$ cat config.mk
export PLATFORM = sky130hd
export DESIGN_NAME = mipsCore
export DESIGN_NICKNAME = d
export VERILOG_FILES = /design/src/verilog/mipsPkg.sv /design/src/verilog/mainDecoder.sv /design/src/verilog/regFile.sv /design/src/verilog/alu.sv /design/src/verilog/hazardUnit.sv /design/src/verilog/datapath.sv /design/src/verilog/mipsCore.sv
export VERILOG_INCLUDE_DIRS = /design/src /design/src/verilog
export SDC_FILE = /design/constraint.sdc
export NUM_CORES = 2
export LEC_CHECK = 0
export BUFFER_PORTS_ARGS = -buffer_cell sky130_fd_sc_hd__clkbuf_2
export CAP_MARGIN = 20
export CELL_PAD_IN_SITES_DETAIL_PLACEMENT = 2
export CELL_PAD_IN_SITES_GLOBAL_PLACEMENT = 2
export CORE_UTILIZATION = 40
export DETAILED_ROUTE_END_ITERATION = 10
export PLACE_DENSITY = 0.72
export SETUP_SLACK_MARGIN = 0.3
export SLEW_MARGIN = 20
export SYNTH_ARGS = -nofsm -noshare
export SYNTH_HDL_FRONTEND = slang
export SYNTH_SLANG_ARGS = --single-unit
$ cat constraint.sdc
create_clock -name clk -period 6.3 [get_ports clk]
set_input_delay 0.315 -clock clk [delete_from_list [all_inputs] [get_ports clk]]
set_output_delay 0.315 -clock clk [all_outputs]
set_load 0.01 [all_outputs]
$ cat src/verilog/mips_defs.svh
`ifndef MIPS_DEFS_SVH
`define MIPS_DEFS_SVH

// machine word and register file geometry
`define MIPS_DATA_W     32
`define MIPS_REG_COUNT  32
`define MIPS_REG_W      5

// first fetch address out of reset
`define MIPS_RESET_PC   32'h0000_0000

// instruction field positions
// opcode spans OP_HI..OP_LO, funct is the low six bits
`define MIPS_OP_HI      31
`define MIPS_OP_LO      26
`define MIPS_RS_HI      25
`define MIPS_RT_HI      20
`define MIPS_RD_HI      15
// immediate sits in the low bits
`define MIPS_IMM_W      16

`endif

$ cat src/verilog/mipsPkg.sv
package mipsPkg;

	// primary opcode field, instr[31:26]
	typedef enum logic [5:0] {
		opRtype = 6'b000000,
		opJ     = 6'b000010,
		opBeq   = 6'b000100,
		opAddi  = 6'b001000,
		opLw    = 6'b100011,
		opSw    = 6'b101011
	} opcodeT;

	// funct field for R-type, instr[5:0]
	typedef enum logic [5:0] {
		fnAdd = 6'b100000,
		fnSub = 6'b100010,
		fnAnd = 6'b100100,
		fnOr  = 6'b100101,
		fnSlt = 6'b101010
	} functT;

	// ALU operation select
	typedef enum logic [2:0] {
		aluAdd = 3'd0,
		aluSub = 3'd1,
		aluAnd = 3'd2,
		aluOr  = 3'd3,
		aluSlt = 3'd4
	} aluOpT;

	// writeback source
	typedef enum logic {
		resAlu = 1'b0,
		resMem = 1'b1
	} resultSelT;

endpackage

$ cat src/verilog/mainDecoder.sv
`timescale 1ns/1ns

module mainDecoder (
	input  mipsPkg::opcodeT    opD,
	input  mipsPkg::functT     functD,
	output logic               regWriteD,
	output mipsPkg::resultSelT resultSelD,
	output logic               memWriteD,
	output logic               aluSrcD,
	output logic               regDstD,
	output logic               branchD,
	output logic               jumpD,
	output mipsPkg::aluOpT     aluOpD
);
	import mipsPkg::*;

	always_comb begin
		// defaults give a no-op
		regWriteD  = 1'b0;
		resultSelD = resAlu;
		memWriteD  = 1'b0;
		aluSrcD    = 1'b0;
		regDstD    = 1'b0;
		branchD    = 1'b0;
		jumpD      = 1'b0;
		aluOpD     = aluAdd;

		case (opD)
			opRtype: begin
				// rd destination, op from funct
				regDstD   = 1'b1;
				regWriteD = 1'b1;
				case (functD)
					fnAdd: aluOpD = aluAdd;
					fnSub: aluOpD = aluSub;
					fnAnd: aluOpD = aluAnd;
					fnOr:  aluOpD = aluOr;
					fnSlt: aluOpD = aluSlt;
					// unknown funct, also the all-zero bubble
					default: regWriteD = 1'b0;
				endcase
			end
			opAddi: begin
				regWriteD = 1'b1;
				aluSrcD   = 1'b1;
			end
			opLw: begin
				regWriteD  = 1'b1;
				aluSrcD    = 1'b1;
				resultSelD = resMem;
			end
			opSw: begin
				// address is rs + imm, data is rt
				memWriteD = 1'b1;
				aluSrcD   = 1'b1;
			end
			opBeq: begin
				// compare itself happens in decode
				branchD = 1'b1;
				aluOpD  = aluSub;
			end
			opJ: begin
				jumpD = 1'b1;
			end
			default: begin
				// unsupported opcode retires silently
				regWriteD = 1'b0;
			end
		endcase
	end

endmodule

$ cat src/verilog/regFile.sv
`timescale 1ns/1ns
`include "mips_defs.svh"

module regFile (
	input  logic                    clk,
	input  logic                    writeEnable,
	input  logic [`MIPS_REG_W-1:0]  readAddrA,
	input  logic [`MIPS_REG_W-1:0]  readAddrB,
	input  logic [`MIPS_REG_W-1:0]  writeAddr,
	input  logic [`MIPS_DATA_W-1:0] writeData,
	output logic [`MIPS_DATA_W-1:0] readDataA,
	output logic [`MIPS_DATA_W-1:0] readDataB
);
	logic [`MIPS_DATA_W-1:0] regs [`MIPS_REG_COUNT];

	// r0 is never stored
	always_ff @(posedge clk) begin
		if (writeEnable && (writeAddr != '0)) begin
			regs[writeAddr] <= writeData;
		end
	end

	// r0 reads zero, same-cycle write wins over the array
	function automatic logic [`MIPS_DATA_W-1:0] readPort(input logic [`MIPS_REG_W-1:0] addr);
		if (addr == '0) begin
			return '0;
		end
		if (writeEnable && (writeAddr == addr)) begin
			return writeData;
		end
		return regs[addr];
	endfunction

	always_comb begin
		readDataA = readPort(readAddrA);
		readDataB = readPort(readAddrB);
	end

endmodule

$ cat src/verilog/alu.sv
`timescale 1ns/1ns
`include "mips_defs.svh"

module alu (
	input  logic [`MIPS_DATA_W-1:0] srcA,
	input  logic [`MIPS_DATA_W-1:0] srcB,
	input  mipsPkg::aluOpT          aluOp,
	output logic [`MIPS_DATA_W-1:0] result,
	output logic                    zero
);
	import mipsPkg::*;

	logic signed [`MIPS_DATA_W-1:0] srcASigned;
	logic signed [`MIPS_DATA_W-1:0] srcBSigned;

	// slt compares two's complement values
	assign srcASigned = srcA;
	assign srcBSigned = srcB;

	always_comb begin
		case (aluOp)
			aluAdd: begin
				result = srcA + srcB;
			end
			aluSub: begin
				result = srcA - srcB;
			end
			aluAnd: begin
				result = srcA & srcB;
			end
			aluOr: begin
				result = srcA | srcB;
			end
			aluSlt: begin
				// one in bit zero when a < b
				result = (srcASigned < srcBSigned) ? `MIPS_DATA_W'(1) : '0;
			end
			default: begin
				result = '0;
			end
		endcase
	end

	// flag only, beq resolves in decode
	assign zero = (result == '0);

endmodule

$ cat src/verilog/hazardUnit.sv
`timescale 1ns/1ns
`include "mips_defs.svh"

module hazardUnit (
	input  logic [`MIPS_REG_W-1:0] rsD,
	input  logic [`MIPS_REG_W-1:0] rtD,
	input  logic [`MIPS_REG_W-1:0] rsE,
	input  logic [`MIPS_REG_W-1:0] rtE,
	input  logic [`MIPS_REG_W-1:0] writeRegE,
	input  logic [`MIPS_REG_W-1:0] writeRegM,
	input  logic [`MIPS_REG_W-1:0] writeRegW,
	input  logic                   regWriteE,
	input  logic                   regWriteM,
	input  logic                   regWriteW,
	input  mipsPkg::resultSelT     resultSelE,
	input  mipsPkg::resultSelT     resultSelM,
	input  logic                   branchD,
	output logic                   forwardAD,
	output logic                   forwardBD,
	output logic [1:0]             forwardAE,
	output logic [1:0]             forwardBE,
	output logic                   stallF,
	output logic                   stallD,
	output logic                   flushE
);
	import mipsPkg::*;

	logic loadUseStall;
	logic branchStall;

	// execute operand select: 10 memory, 01 writeback, 00 register file
	// memory stage is younger so it wins
	function automatic logic [1:0] exeFwd(
		input logic [`MIPS_REG_W-1:0] src,
		input logic [`MIPS_REG_W-1:0] memDst,
		input logic                   memWen,
		input logic [`MIPS_REG_W-1:0] wbDst,
		input logic                   wbWen
	);
		logic [1:0] sel;
		sel = 2'b00;
		if ((src != '0) && memWen && (src == memDst)) begin
			sel = 2'b10;
		end else if ((src != '0) && wbWen && (src == wbDst)) begin
			sel = 2'b01;
		end
		return sel;
	endfunction

	assign forwardAE = exeFwd(rsE, writeRegM, regWriteM, writeRegW, regWriteW);
	assign forwardBE = exeFwd(rtE, writeRegM, regWriteM, writeRegW, regWriteW);

	// branch compare takes the memory-stage ALU result
	assign forwardAD = (rsD != '0) && regWriteM && (rsD == writeRegM);
	assign forwardBD = (rtD != '0) && regWriteM && (rtD == writeRegM);

	// lw in execute feeding the next instruction
	assign loadUseStall = (resultSelE == resMem) && ((rtE == rsD) || (rtE == rtD));

	// beq operand still in execute, or still a load in memory
	assign branchStall = branchD &&
		((regWriteE && ((writeRegE == rsD) || (writeRegE == rtD))) ||
		 ((resultSelM == resMem) && ((writeRegM == rsD) || (writeRegM == rtD))));

	// hold fetch and decode, bubble into execute
	assign stallF = loadUseStall || branchStall;
	assign stallD = loadUseStall || branchStall;
	assign flushE = loadUseStall || branchStall;

endmodule

$ cat src/verilog/datapath.sv
`timescale 1ns/1ns
`include "mips_defs.svh"

module datapath (
	input  logic                    clk,
	input  logic                    reset,
	// instruction port
	output logic [`MIPS_DATA_W-1:0] pcF,
	input  logic [`MIPS_DATA_W-1:0] instrF,
	// data port
	output logic [`MIPS_DATA_W-1:0] aluOutM,
	output logic [`MIPS_DATA_W-1:0] writeDataM,
	output logic                    memWriteM,
	input  logic [`MIPS_DATA_W-1:0] readDataM,
	// decoder
	output mipsPkg::opcodeT         opD,
	output mipsPkg::functT          functD,
	input  logic                    regWriteD,
	input  mipsPkg::resultSelT      resultSelD,
	input  logic                    memWriteD,
	input  logic                    aluSrcD,
	input  logic                    regDstD,
	input  logic                    branchD,
	input  logic                    jumpD,
	input  mipsPkg::aluOpT          aluOpD,
	// hazard unit
	output logic [`MIPS_REG_W-1:0]  rsD,
	output logic [`MIPS_REG_W-1:0]  rtD,
	output logic [`MIPS_REG_W-1:0]  rsE,
	output logic [`MIPS_REG_W-1:0]  rtE,
	output logic [`MIPS_REG_W-1:0]  writeRegE,
	output logic [`MIPS_REG_W-1:0]  writeRegM,
	output logic [`MIPS_REG_W-1:0]  writeRegW,
	output logic                    regWriteE,
	output logic                    regWriteM,
	output logic                    regWriteW,
	output mipsPkg::resultSelT      resultSelE,
	output mipsPkg::resultSelT      resultSelM,
	input  logic                    forwardAD,
	input  logic                    forwardBD,
	input  logic [1:0]              forwardAE,
	input  logic [1:0]              forwardBE,
	input  logic                    stallF,
	input  logic                    stallD,
	input  logic                    flushE,
	// writeback debug
	output logic [`MIPS_DATA_W-1:0] debugWbPc,
	output logic                    debugWbRfWen,
	output logic [`MIPS_REG_W-1:0]  debugWbRfWnum,
	output logic [`MIPS_DATA_W-1:0] debugWbRfWdata
);
	import mipsPkg::*;

	// fetch
	logic [`MIPS_DATA_W-1:0] pcPlus4F;
	logic [`MIPS_DATA_W-1:0] pcNextF;
	// decode
	logic [`MIPS_DATA_W-1:0] instrD;
	logic [`MIPS_DATA_W-1:0] pcD;
	logic [`MIPS_DATA_W-1:0] pcPlus4D;
	logic [`MIPS_REG_W-1:0]  rdD;
	logic [`MIPS_DATA_W-1:0] signImmD;
	logic [`MIPS_DATA_W-1:0] readDataAD;
	logic [`MIPS_DATA_W-1:0] readDataBD;
	logic [`MIPS_DATA_W-1:0] cmpAD;
	logic [`MIPS_DATA_W-1:0] cmpBD;
	logic [`MIPS_DATA_W-1:0] branchTargetD;
	logic [`MIPS_DATA_W-1:0] jumpTargetD;
	logic                    branchTakenD;
	logic                    redirectD;
	// execute
	logic                    memWriteE;
	logic                    aluSrcE;
	logic                    regDstE;
	aluOpT                   aluOpE;
	logic [`MIPS_DATA_W-1:0] srcAE;
	logic [`MIPS_DATA_W-1:0] srcBE;
	logic [`MIPS_DATA_W-1:0] signImmE;
	logic [`MIPS_REG_W-1:0]  rdE;
	logic [`MIPS_DATA_W-1:0] pcE;
	logic [`MIPS_DATA_W-1:0] srcAFwdE;
	logic [`MIPS_DATA_W-1:0] writeDataE;
	logic [`MIPS_DATA_W-1:0] srcBAluE;
	logic [`MIPS_DATA_W-1:0] aluOutE;
	// memory
	logic [`MIPS_DATA_W-1:0] pcM;
	// writeback
	resultSelT               resultSelW;
	logic [`MIPS_DATA_W-1:0] aluOutW;
	logic [`MIPS_DATA_W-1:0] readDataW;
	logic [`MIPS_DATA_W-1:0] resultW;
	logic [`MIPS_DATA_W-1:0] pcW;

	// forward select, same encoding as the hazard unit
	function automatic logic [`MIPS_DATA_W-1:0] fwdMux(
		input logic [1:0]              sel,
		input logic [`MIPS_DATA_W-1:0] regVal,
		input logic [`MIPS_DATA_W-1:0] memVal,
		input logic [`MIPS_DATA_W-1:0] wbVal
	);
		case (sel)
			2'b10:   return memVal;
			2'b01:   return wbVal;
			default: return regVal;
		endcase
	endfunction

	//////////////////////////////////////////////////
	// fetch
	assign pcPlus4F = pcF + `MIPS_DATA_W'(4);
	// redirect comes from decode, one cycle after fetch
	assign pcNextF = redirectD ? (jumpD ? jumpTargetD : branchTargetD) : pcPlus4F;

	always_ff @(posedge clk) begin
		if (reset) begin
			pcF <= `MIPS_RESET_PC;
		end else if (!stallF) begin
			pcF <= pcNextF;
		end
	end

	// F/D, all-zero word decodes as a no-op
	always_ff @(posedge clk) begin
		if (reset || redirectD) begin
			instrD <= '0;
		end else if (!stallD) begin
			instrD <= instrF;
		end
	end

	always_ff @(posedge clk) begin
		if (!stallD) begin
			pcD <= pcF;
		end
	end

	//////////////////////////////////////////////////
	// decode
	assign opD      = opcodeT'(instrD[`MIPS_OP_HI:`MIPS_OP_LO]);
	assign functD   = functT'(instrD[`MIPS_OP_HI-`MIPS_OP_LO:0]);
	assign rsD      = instrD[`MIPS_RS_HI -: `MIPS_REG_W];
	assign rtD      = instrD[`MIPS_RT_HI -: `MIPS_REG_W];
	assign rdD      = instrD[`MIPS_RD_HI -: `MIPS_REG_W];
	assign signImmD = {{(`MIPS_DATA_W-`MIPS_IMM_W){instrD[`MIPS_IMM_W-1]}},
		instrD[`MIPS_IMM_W-1:0]};

	// targets relative to pc+4, no delay slot
	assign pcPlus4D      = pcD + `MIPS_DATA_W'(4);
	assign branchTargetD = pcPlus4D + {signImmD[`MIPS_DATA_W-3:0], 2'b00};
	assign jumpTargetD   = {pcPlus4D[`MIPS_DATA_W-1 -: 4], instrD[`MIPS_RS_HI:0], 2'b00};

	// writeback result bypasses inside the file
	regFile rf0 (
		.clk        (clk),
		.writeEnable(regWriteW),
		.readAddrA  (rsD),
		.readAddrB  (rtD),
		.writeAddr  (writeRegW),
		.writeData  (resultW),
		.readDataA  (readDataAD),
		.readDataB  (readDataBD)
	);

	// beq equality on forwarded operands
	assign cmpAD        = forwardAD ? aluOutM : readDataAD;
	assign cmpBD        = forwardBD ? aluOutM : readDataBD;
	assign branchTakenD = branchD && (cmpAD == cmpBD);
	// a stalled branch waits for its operands
	assign redirectD    = (branchTakenD || jumpD) && !stallD;

	// D/E control, bubble on flush
	always_ff @(posedge clk) begin
		if (reset || flushE) begin
			regWriteE  <= 1'b0;
			resultSelE <= resAlu;
			memWriteE  <= 1'b0;
		end else begin
			regWriteE  <= regWriteD;
			resultSelE <= resultSelD;
			memWriteE  <= memWriteD;
		end
	end

	always_ff @(posedge clk) begin
		aluSrcE  <= aluSrcD;
		regDstE  <= regDstD;
		aluOpE   <= aluOpD;
		srcAE    <= readDataAD;
		srcBE    <= readDataBD;
		signImmE <= signImmD;
		rsE      <= rsD;
		rtE      <= rtD;
		rdE      <= rdD;
		pcE      <= pcD;
	end

	//////////////////////////////////////////////////
	// execute
	assign srcAFwdE   = fwdMux(forwardAE, srcAE, aluOutM, resultW);
	assign writeDataE = fwdMux(forwardBE, srcBE, aluOutM, resultW);
	assign srcBAluE   = aluSrcE ? signImmE : writeDataE;
	// rd for R-type, rt otherwise
	assign writeRegE  = regDstE ? rdE : rtE;

	alu alu0 (
		.srcA  (srcAFwdE),
		.srcB  (srcBAluE),
		.aluOp (aluOpE),
		.result(aluOutE),
		.zero  ()
	);

	// E/M
	always_ff @(posedge clk) begin
		if (reset) begin
			regWriteM  <= 1'b0;
			resultSelM <= resAlu;
			memWriteM  <= 1'b0;
		end else begin
			regWriteM  <= regWriteE;
			resultSelM <= resultSelE;
			memWriteM  <= memWriteE;
		end
	end

	always_ff @(posedge clk) begin
		aluOutM    <= aluOutE;
		writeDataM <= writeDataE;
		writeRegM  <= writeRegE;
		pcM        <= pcE;
	end

	//////////////////////////////////////////////////
	// memory to writeback
	always_ff @(posedge clk) begin
		if (reset) begin
			regWriteW  <= 1'b0;
			resultSelW <= resAlu;
		end else begin
			regWriteW  <= regWriteM;
			resultSelW <= resultSelM;
		end
	end

	always_ff @(posedge clk) begin
		aluOutW   <= aluOutM;
		readDataW <= readDataM;
		writeRegW <= writeRegM;
		pcW       <= pcM;
	end

	assign resultW = (resultSelW == resMem) ? readDataW : aluOutW;

	// one retirement per cycle with wen high
	assign debugWbPc      = pcW;
	assign debugWbRfWen   = regWriteW;
	assign debugWbRfWnum  = writeRegW;
	// r0 writes report zero, matching the file
	assign debugWbRfWdata = (writeRegW == '0) ? '0 : resultW;

endmodule

$ cat src/verilog/mipsCore.sv
`timescale 1ns/1ns
`include "mips_defs.svh"

module mipsCore (
	input  logic                    clk,
	input  logic                    reset,
	// instruction port
	output logic [`MIPS_DATA_W-1:0] pcF,
	input  logic [`MIPS_DATA_W-1:0] instrF,
	// data port
	output logic [`MIPS_DATA_W-1:0] aluOutM,
	output logic [`MIPS_DATA_W-1:0] writeDataM,
	output logic                    memWriteM,
	input  logic [`MIPS_DATA_W-1:0] readDataM,
	// writeback debug
	output logic [`MIPS_DATA_W-1:0] debugWbPc,
	output logic                    debugWbRfWen,
	output logic [`MIPS_REG_W-1:0]  debugWbRfWnum,
	output logic [`MIPS_DATA_W-1:0] debugWbRfWdata
);
	import mipsPkg::*;

	// decoder
	opcodeT    opD;
	functT     functD;
	logic      regWriteD;
	resultSelT resultSelD;
	logic      memWriteD;
	logic      aluSrcD;
	logic      regDstD;
	logic      branchD;
	logic      jumpD;
	aluOpT     aluOpD;

	// hazard unit
	logic [`MIPS_REG_W-1:0] rsD;
	logic [`MIPS_REG_W-1:0] rtD;
	logic [`MIPS_REG_W-1:0] rsE;
	logic [`MIPS_REG_W-1:0] rtE;
	logic [`MIPS_REG_W-1:0] writeRegE;
	logic [`MIPS_REG_W-1:0] writeRegM;
	logic [`MIPS_REG_W-1:0] writeRegW;
	logic                   regWriteE;
	logic                   regWriteM;
	logic                   regWriteW;
	resultSelT              resultSelE;
	resultSelT              resultSelM;
	logic                   forwardAD;
	logic                   forwardBD;
	logic [1:0]             forwardAE;
	logic [1:0]             forwardBE;
	logic                   stallF;
	logic                   stallD;
	logic                   flushE;

	// names line up across all three blocks
	mainDecoder md0 (.*);

	hazardUnit hu0 (.*);

	datapath dp0 (.*);

endmodule

Word level (Yosys, flattened, before mapping)
Memory sizes are Yosys's and may differ from the RTL's. A register that Yosys moved wholly into a read port is not among the register bits.
Index checks and enable logic that the tools add are counted.

word-level totals
  register bits = 438
  latch bits = 0
  RAM bits = 1024
  memory bits (read-only) = 0
  bits of input ports = 66
  logic and storage cells = 160
  memories = 1

memories
  memory        depth  width  rd ports  clocked after Yosys merged registers in  wr ports  line           RTL
  dp0.rf0.regs  32     32     2         2                                        1         regFile.sv:14  logic [`MIPS_DATA_W-1:0] regs [`MIPS_REG_COUNT];

operators by class
  $add $sub $neg = 5
  multiply operators = 0
  divide/modulo/power cells = 0
  magnitude comparators = 1
  equality and inequality tests = 33
  shift-type cells = 0
  multiplexer cells = 46
  bitwise operators = 2
  reductions and logical operators = 43

operators with widths
  cell                                                                    number
  32-bit two-way mux                                                      15
  32-bit case mux with 5 select lines                                     1
  32-bit case mux with 2 select lines                                     2
  5-bit equality test                                                     14
  32-bit by 3-bit adder with 32-bit output (second input constant)        2
  32-bit adder                                                            2
  6-bit equality test (second input constant)                             7
  32-bit AND                                                              1
  32-bit equality test                                                    1
  32-bit less-than comparator                                             1
  32-bit OR                                                               1
  32-bit subtractor                                                       1
  5-bit two-way mux                                                       5
  5-bit nonzero test                                                      5
  1-bit logical AND                                                       21
  1-bit two-way mux                                                       18
  5-bit zero test                                                         3
  3-bit case mux with 4 select lines                                      1
  1-bit logical OR                                                        8
  3-bit by 2-bit equality test with 1-bit output (second input constant)  2
  6-bit by 2-bit equality test with 1-bit output (second input constant)  1
  6-bit by 3-bit equality test with 1-bit output (second input constant)  1
  6-bit by 4-bit equality test with 1-bit output (second input constant)  1
  6-bit zero test                                                         1
  other kinds (12)                                                        15

Longest topological paths before layout
  depth in word-level cells = 13
  mapped depth = 24
  mapped depth without buffers = 22

Hierarchy
From an unflattened synthesis, not the netlist that was laid out.

second synthesis, totals
  cell total of the unflattened synthesis = 5134
  area, all modules = 70985.6 sq um

modules (own cells, without submodules)
  module       times used  cells an instance  area each (sq um)  seq. area each (sq um)
  regFile      1           2542               47718.3            30749.5
  datapath     1           1668               17135.2            8988.6
  alu          1           804                5228.8             0.0
  hazardUnit   1           92                 705.7              0.0
  mainDecoder  1           28                 197.7              0.0

Worst setup path before layout
Ideal clock, no wire load.

  path kind = flip-flop to flip-flop
  start = register dp0.writeRegW[4] (netlist: dp0.debugWbRfWnum[4])
  end = register dp0.aluOutM[30]
  setup time = 0.124 ns
  data arrival time = 5.703 ns
  data required time = 6.176 ns
  slack = 0.473 ns
  cell stages (with the launch flop) = 25
  buffers on the path = 2
  cells stage by stage = dfxtp_1 -> buf_1 -> xnor2_1 -> nand4_1 -> nor4_1 -> clkbuf_1 -> nand2_1 -> o21ai_0 -> o21ai_0 -> mux2_2 -> ha_1 -> fa_1 -> a21o_1 -> a21o_1 -> a21oi_1 -> o211ai_1 -> a41o_1 -> a2111oi_0 -> o41a_1 -> o31ai_1 -> o21ai_0 -> nor4b_1 -> o32ai_1 -> xnor2_1 -> o22ai_1

between the ends
  word-level cells in the longest chain between the ends = 9
  elaborated cells on any way between the ends = 20
  those cells by class = add/sub: 2; eq/ne: 6; mux: 8; bitwise: 2; reduce/logical: 2

ends and longest elaborated chain
  element                                                                                       line                  RTL
  start: declaration                                                                            datapath.sv:33        output logic [`MIPS_REG_W-1:0] writeRegW,
  start signal: assignment                                                                      datapath.sv:248       writeRegW <= writeRegM;
  5-bit equality test *                                                                         hazardUnit.sv:44      end else if ((src != '0) && wbWen && (src == wbDst)) begin
  1-bit logical AND *                                                                           hazardUnit.sv:44
  1-bit two-way mux *                                                                           hazardUnit.sv:44
  2-bit two-way mux *                                                                           hazardUnit.sv:42      if ((src != '0) && memWen && (src == memDst)) begin
  2-bit by 1-bit equality test with 1-bit output / 2-bit equality test (equally long branches)  datapath.sv:101       case (sel)
  32-bit case mux with 2 select lines *                                                         datapath.sv:101
  named net dp0.writeDataE[0]                                                                   datapath.sv:82        logic [`MIPS_DATA_W-1:0] writeDataE;
  32-bit two-way mux *                                                                          datapath.sv:201       assign srcBAluE = aluSrcE ? signImmE : writeDataE;
  32-bit subtractor / 32-bit adder (equally long branches)                                      alu.sv:26, alu.sv:23
  32-bit case mux with 5 select lines *                                                         alu.sv:21             case (aluOp)
  named net dp0.alu0.result[30]                                                                 alu.sv:8              output logic [`MIPS_DATA_W-1:0] result,
  end signal: assignment                                                                        datapath.sv:227       aluOutM <= aluOutE;
  end: declaration                                                                              datapath.sv:11        output logic [`MIPS_DATA_W-1:0] aluOutM,

Mark *: on every way through the listed nets, which the timed path passes. The rest lies on a longest branch.
A chain may end at the register's enable or synchronous reset.

==> out/metrics.yaml <==
status:
  outcome: "completed"
drt:
  dr.pass1.iters: 5
  wl_um: 297000
  via_count: 51900
  drt-initial-drc-count: 6052
  viasPerCell: 6.40
  routedWlPerCell_um: 36.7
  ant_nets: 0
  drcViolationCount: 0
finish:
  fillCellCount: 16700
  drive_gt1_frac: 0.240
  nNetsFinal: 5829
  finalCoreUtilization: 0.471
  syn2layout_area_growth_pct: 16.6
logic_synthesis:
  synth_xor_xnor_area_share: 0.0218
  synth-simple-area-share: 0.0713
  synth_top_family_by_area: "multiplexers"
  synth_fa_ha_area_frac: 0.0239
  synth.area.top_cells: "edfxtp_1, mux4_2, dfxtp_1"
  synth_compound_gate_area_share: 0.0975
  yosys-top-cells-count: "edfxtp_1, mux4_2, dfxtp_1"
  netlist_instances: 5157
  synthFlopType: "edfxtp_1"
  synth_edf_count: 1056
  synth_top_cell_area_share: 0.449
  synth_cell_type_count: 89
  yosysSeqAreaShare: 0.566
  synth_most_common_cell: "edfxtp_1"
  ys_async_sr_fraction: 0
  ys_warn_count: 0
  syn_area_mm2: 0.0706
  yosysTopAreaCell: "edfxtp_1"
  ys_ff_latch: 1467
  avgSynthCellArea_um2: 13.7
  muxShareOfSynthArea: 0.187
power:
  p_seq_frac: 0.434
  p_switching_mw: 9.46
  powerDensity_mw_per_mm2: 352
  internal_power_mw: 19.5
  pwr-share-clk: 0.339
  p_leak_nw: 29.0
  peakVddDrop_mv: 0.283
  swShare: 0.326
  combinationalPowerShare: 0.227
  fin_total_pwr_mw: 29.0
critical_path:
  worstPathArrival_ns: 6.55
  criticalPathCategory: "flop to flop"
  reg2reg_setup_slack_ns: 0.51
  path_cells: "buf_12 > buf_12 > mux4_2 > a22o_1 > a31oi_1 > o31ai_1 > o21ai_1 > xor2_1 > o221ai_1 > nor4_1 > nand4_1 > or4_1 > buf_4 > nand2_2 > buf_4 > a21oi_1 > o2bb2ai_1"
  cpPeakStageDelay_ns: 0.63
  cp_top_family: "compound AO/OA/AOI/OAI gates"
  reg2regPathDepth: 17
  crit_slowest_cell: "dfxtp_4"
  cp_num_cells: 17
  path_buf_inv: 4
  cp.required_ns: 7.06
  worst_setup_path_start_kind: "flop"
  r2r_end: "dp0.pcF[17]$_SDFFE_PP0N_"
  cp_max_fo: 39
  endpoint: "dp0.pcF[17]$_SDFFE_PP0N_"
  end_kind: "flop"
die:
  start_util: 0.404
  dieArea_mm2: 0.178
  die_y_um: 422
  dieWidth_um: 422
  core_area_mm2: 0.175
  io_pins: 233
  num_rows: 153
sta:
  whs_ns: 0.133
  fin_crit_sh: 0.919
  tns_ns: 0
  finalWorstPathRequiredPeriod_ns: 5.79
  rsz0062_at_grt: "yes"
  fmax_mhz: 173
  skew_ns: 0.0857
  maxSlewHeadroom: 0.174
  drv_slew: 0
  tightest_slew_ns: 1.23
  finalHoldViolCount: 0
  setup_viol: 0
global_route:
  grt_usage: 0.329
  grt_pass1_wl_um: 419000
  grt_overflow: 0
  grt_pass1_vias: 54500
  grt_max_degree: 59
  grt_antenna_before_repair: 12
clocking:
  cts_tree: "built"
  h-tree-depth: 4
  root_buffer: "clkbuf_16"
  clkSlewWorstSetupHoldPaths_ns: 0.06
  clockBufferDepth: 3
  cts_buffers: 164
  clk_latency_ns: 0.87
  clock_sinks: 1467
placed_design:
  dp_hpwl_um: 197000
  portBuffers: 232
  gp_congestion: 0.912
worst_hold_path:
  worstHoldPathType: "input port to flop"
run:
  max-cap-violations: 0
## cells by family (layout without fill, tap and decap cells)
family,Yosys count,count (layout)
DFF,1467,1467
and+or+nand+nor,1084,1084
AOI/OAI and AO/OA,1046,1046
muxes,754,754
other,1,38
xor gates and xnor gates,176,176
buffers and inverters,496,1077
adders and majority gates,133,133
## power groups by stage
stage	Clock, mW	Combinational (mW)	Sequential [mW]
global route	10.3	6.94	12.6
CTS	9.88	6.41	12.6
detailed placement	0	6.32	12.8
floorplan	0	3.44	12.4
finish	9.82	6.60	12.6
global placement	0	6.09	12.7
## how the worst min path moves through the flow
stage | start | to | slack [ns] | cells after the start
after floorplan | dp0.pcM[0]$_DFF_P_ | dp0.debugWbPc[0]$_DFF_P_ | 0.31 | 0
after global placement | dp0.pcE[10]$_DFF_P_ | dp0.pcM[10]$_DFF_P_ | 0.31 | 0
after detailed placement | dp0.pcM[19]$_DFF_P_ | dp0.debugWbPc[19]$_DFF_P_ | 0.31 | 0
after CTS | readDataM[12] | dp0.readDataW[12]$_DFF_P_ | 0.09 | 2
after global routing | readDataM[18] | dp0.readDataW[18]$_DFF_P_ | 0.11 | 2
final | readDataM[29] | dp0.readDataW[29]$_DFF_P_ | 0.13 | 2
## final cells by class
cell class                 count  area, µm²  area share
antenna                        6       15.0    0.000182
clock buffer                 216       4490      0.0545
clock inverter                89        911      0.0111
inverter                     158        593     0.00721
multi-input combinational   3225      28900       0.351
sequential                  1467      40000       0.486
tap                         2325       2910      0.0353
timing repair buffer         614       4550      0.0553
## sequential cells by signal (all words and copies together), names as in the netlist, 15 cells and up, named ones only
| signal | flops |
|---|---|
| dp0.debugWbPc | 32 |
| dp0.instrD | 32 |
| dp0.aluOutM | 32 |
| dp0.pcE | 32 |
| dp0.srcAE | 32 |
| dp0.signImmE | 15 |
| dp0.pcF | 32 |
| dp0.writeDataM | 32 |
| dp0.pcM | 32 |
| dp0.srcBE | 32 |
| dp0.rf0.regs | 1024 |
| dp0.pcD | 32 |
| dp0.aluOutW | 32 |
| dp0.readDataW | 32 |
## metrics by stage
step | worst slack [ns] | instance area (µm²) | instances
final | 0.512 | 82300 | 8100
after global routing | 0.171 | 82300 | 8094
after floorplan | 0.473 | 70700 | 5188
after CTS | 0.334 | 82200 | 8091
after global placement | 0.311 | 76000 | 7716
after detailed placement | 0.167 | 76100 | 7721
## placed cells by master (no fill, tap or decap), drive strengths merged, types with 43 or more instances in the layout
cell,count
a21oi,201
clkinv,65
nand2,346
a221oi,45
a22oi,133
mux2,48
dlygate4sd3,65
edfxtp,1056
inv,164
xnor2,119
nor2,320
dfxtp,411
nand3,95
mux4,449
mux2i,257
xor2,57
o21ai,273
a211oi,55
clkbuf,449
buf,316
and3,43
nor3,63
ha,130
## worst register-to-register path, stage by stage, from the launching register on
cell and delay, ns:
dfxtp_4 0.63, buf_12 0.29, buf_12 0.40, mux4_2 0.60, a22o_1 0.26, a31oi_1 0.26, o31ai_1 0.26, o21ai_1 0.46
xor2_1 0.21, o221ai_1 0.21, nor4_1 0.52, nand4_1 0.24, or4_1 0.56, buf_4 0.21, nand2_2 0.23, buf_4 0.16
a21oi_1 0.06, o2bb2ai_1 0.16
## routing by layer
| metal | GRT usage | vias up | wire, µm |
|---|---|---|---|
| met2 | 0.543 | 2708 | 142000 |
| met5 | 0 | - | 45 |
| met1 | 0.420 | 27500 | 114000 |
| met4 | 0.141 | 6 | 14200 |
| li1 | - | 21000 | - |
| met3 | 0.0673 | 642 | 26500 |
## timing repair
item	4_1_cts	5_1_grt
hold buffers	65	0
buffers inserted	0	2
gates resized for setup	3	9
endpoints found under the setup margin	4	46
cloned	0	0
endpoints found under the hold margin	79	0
Power figures use the tool's default switching activity.
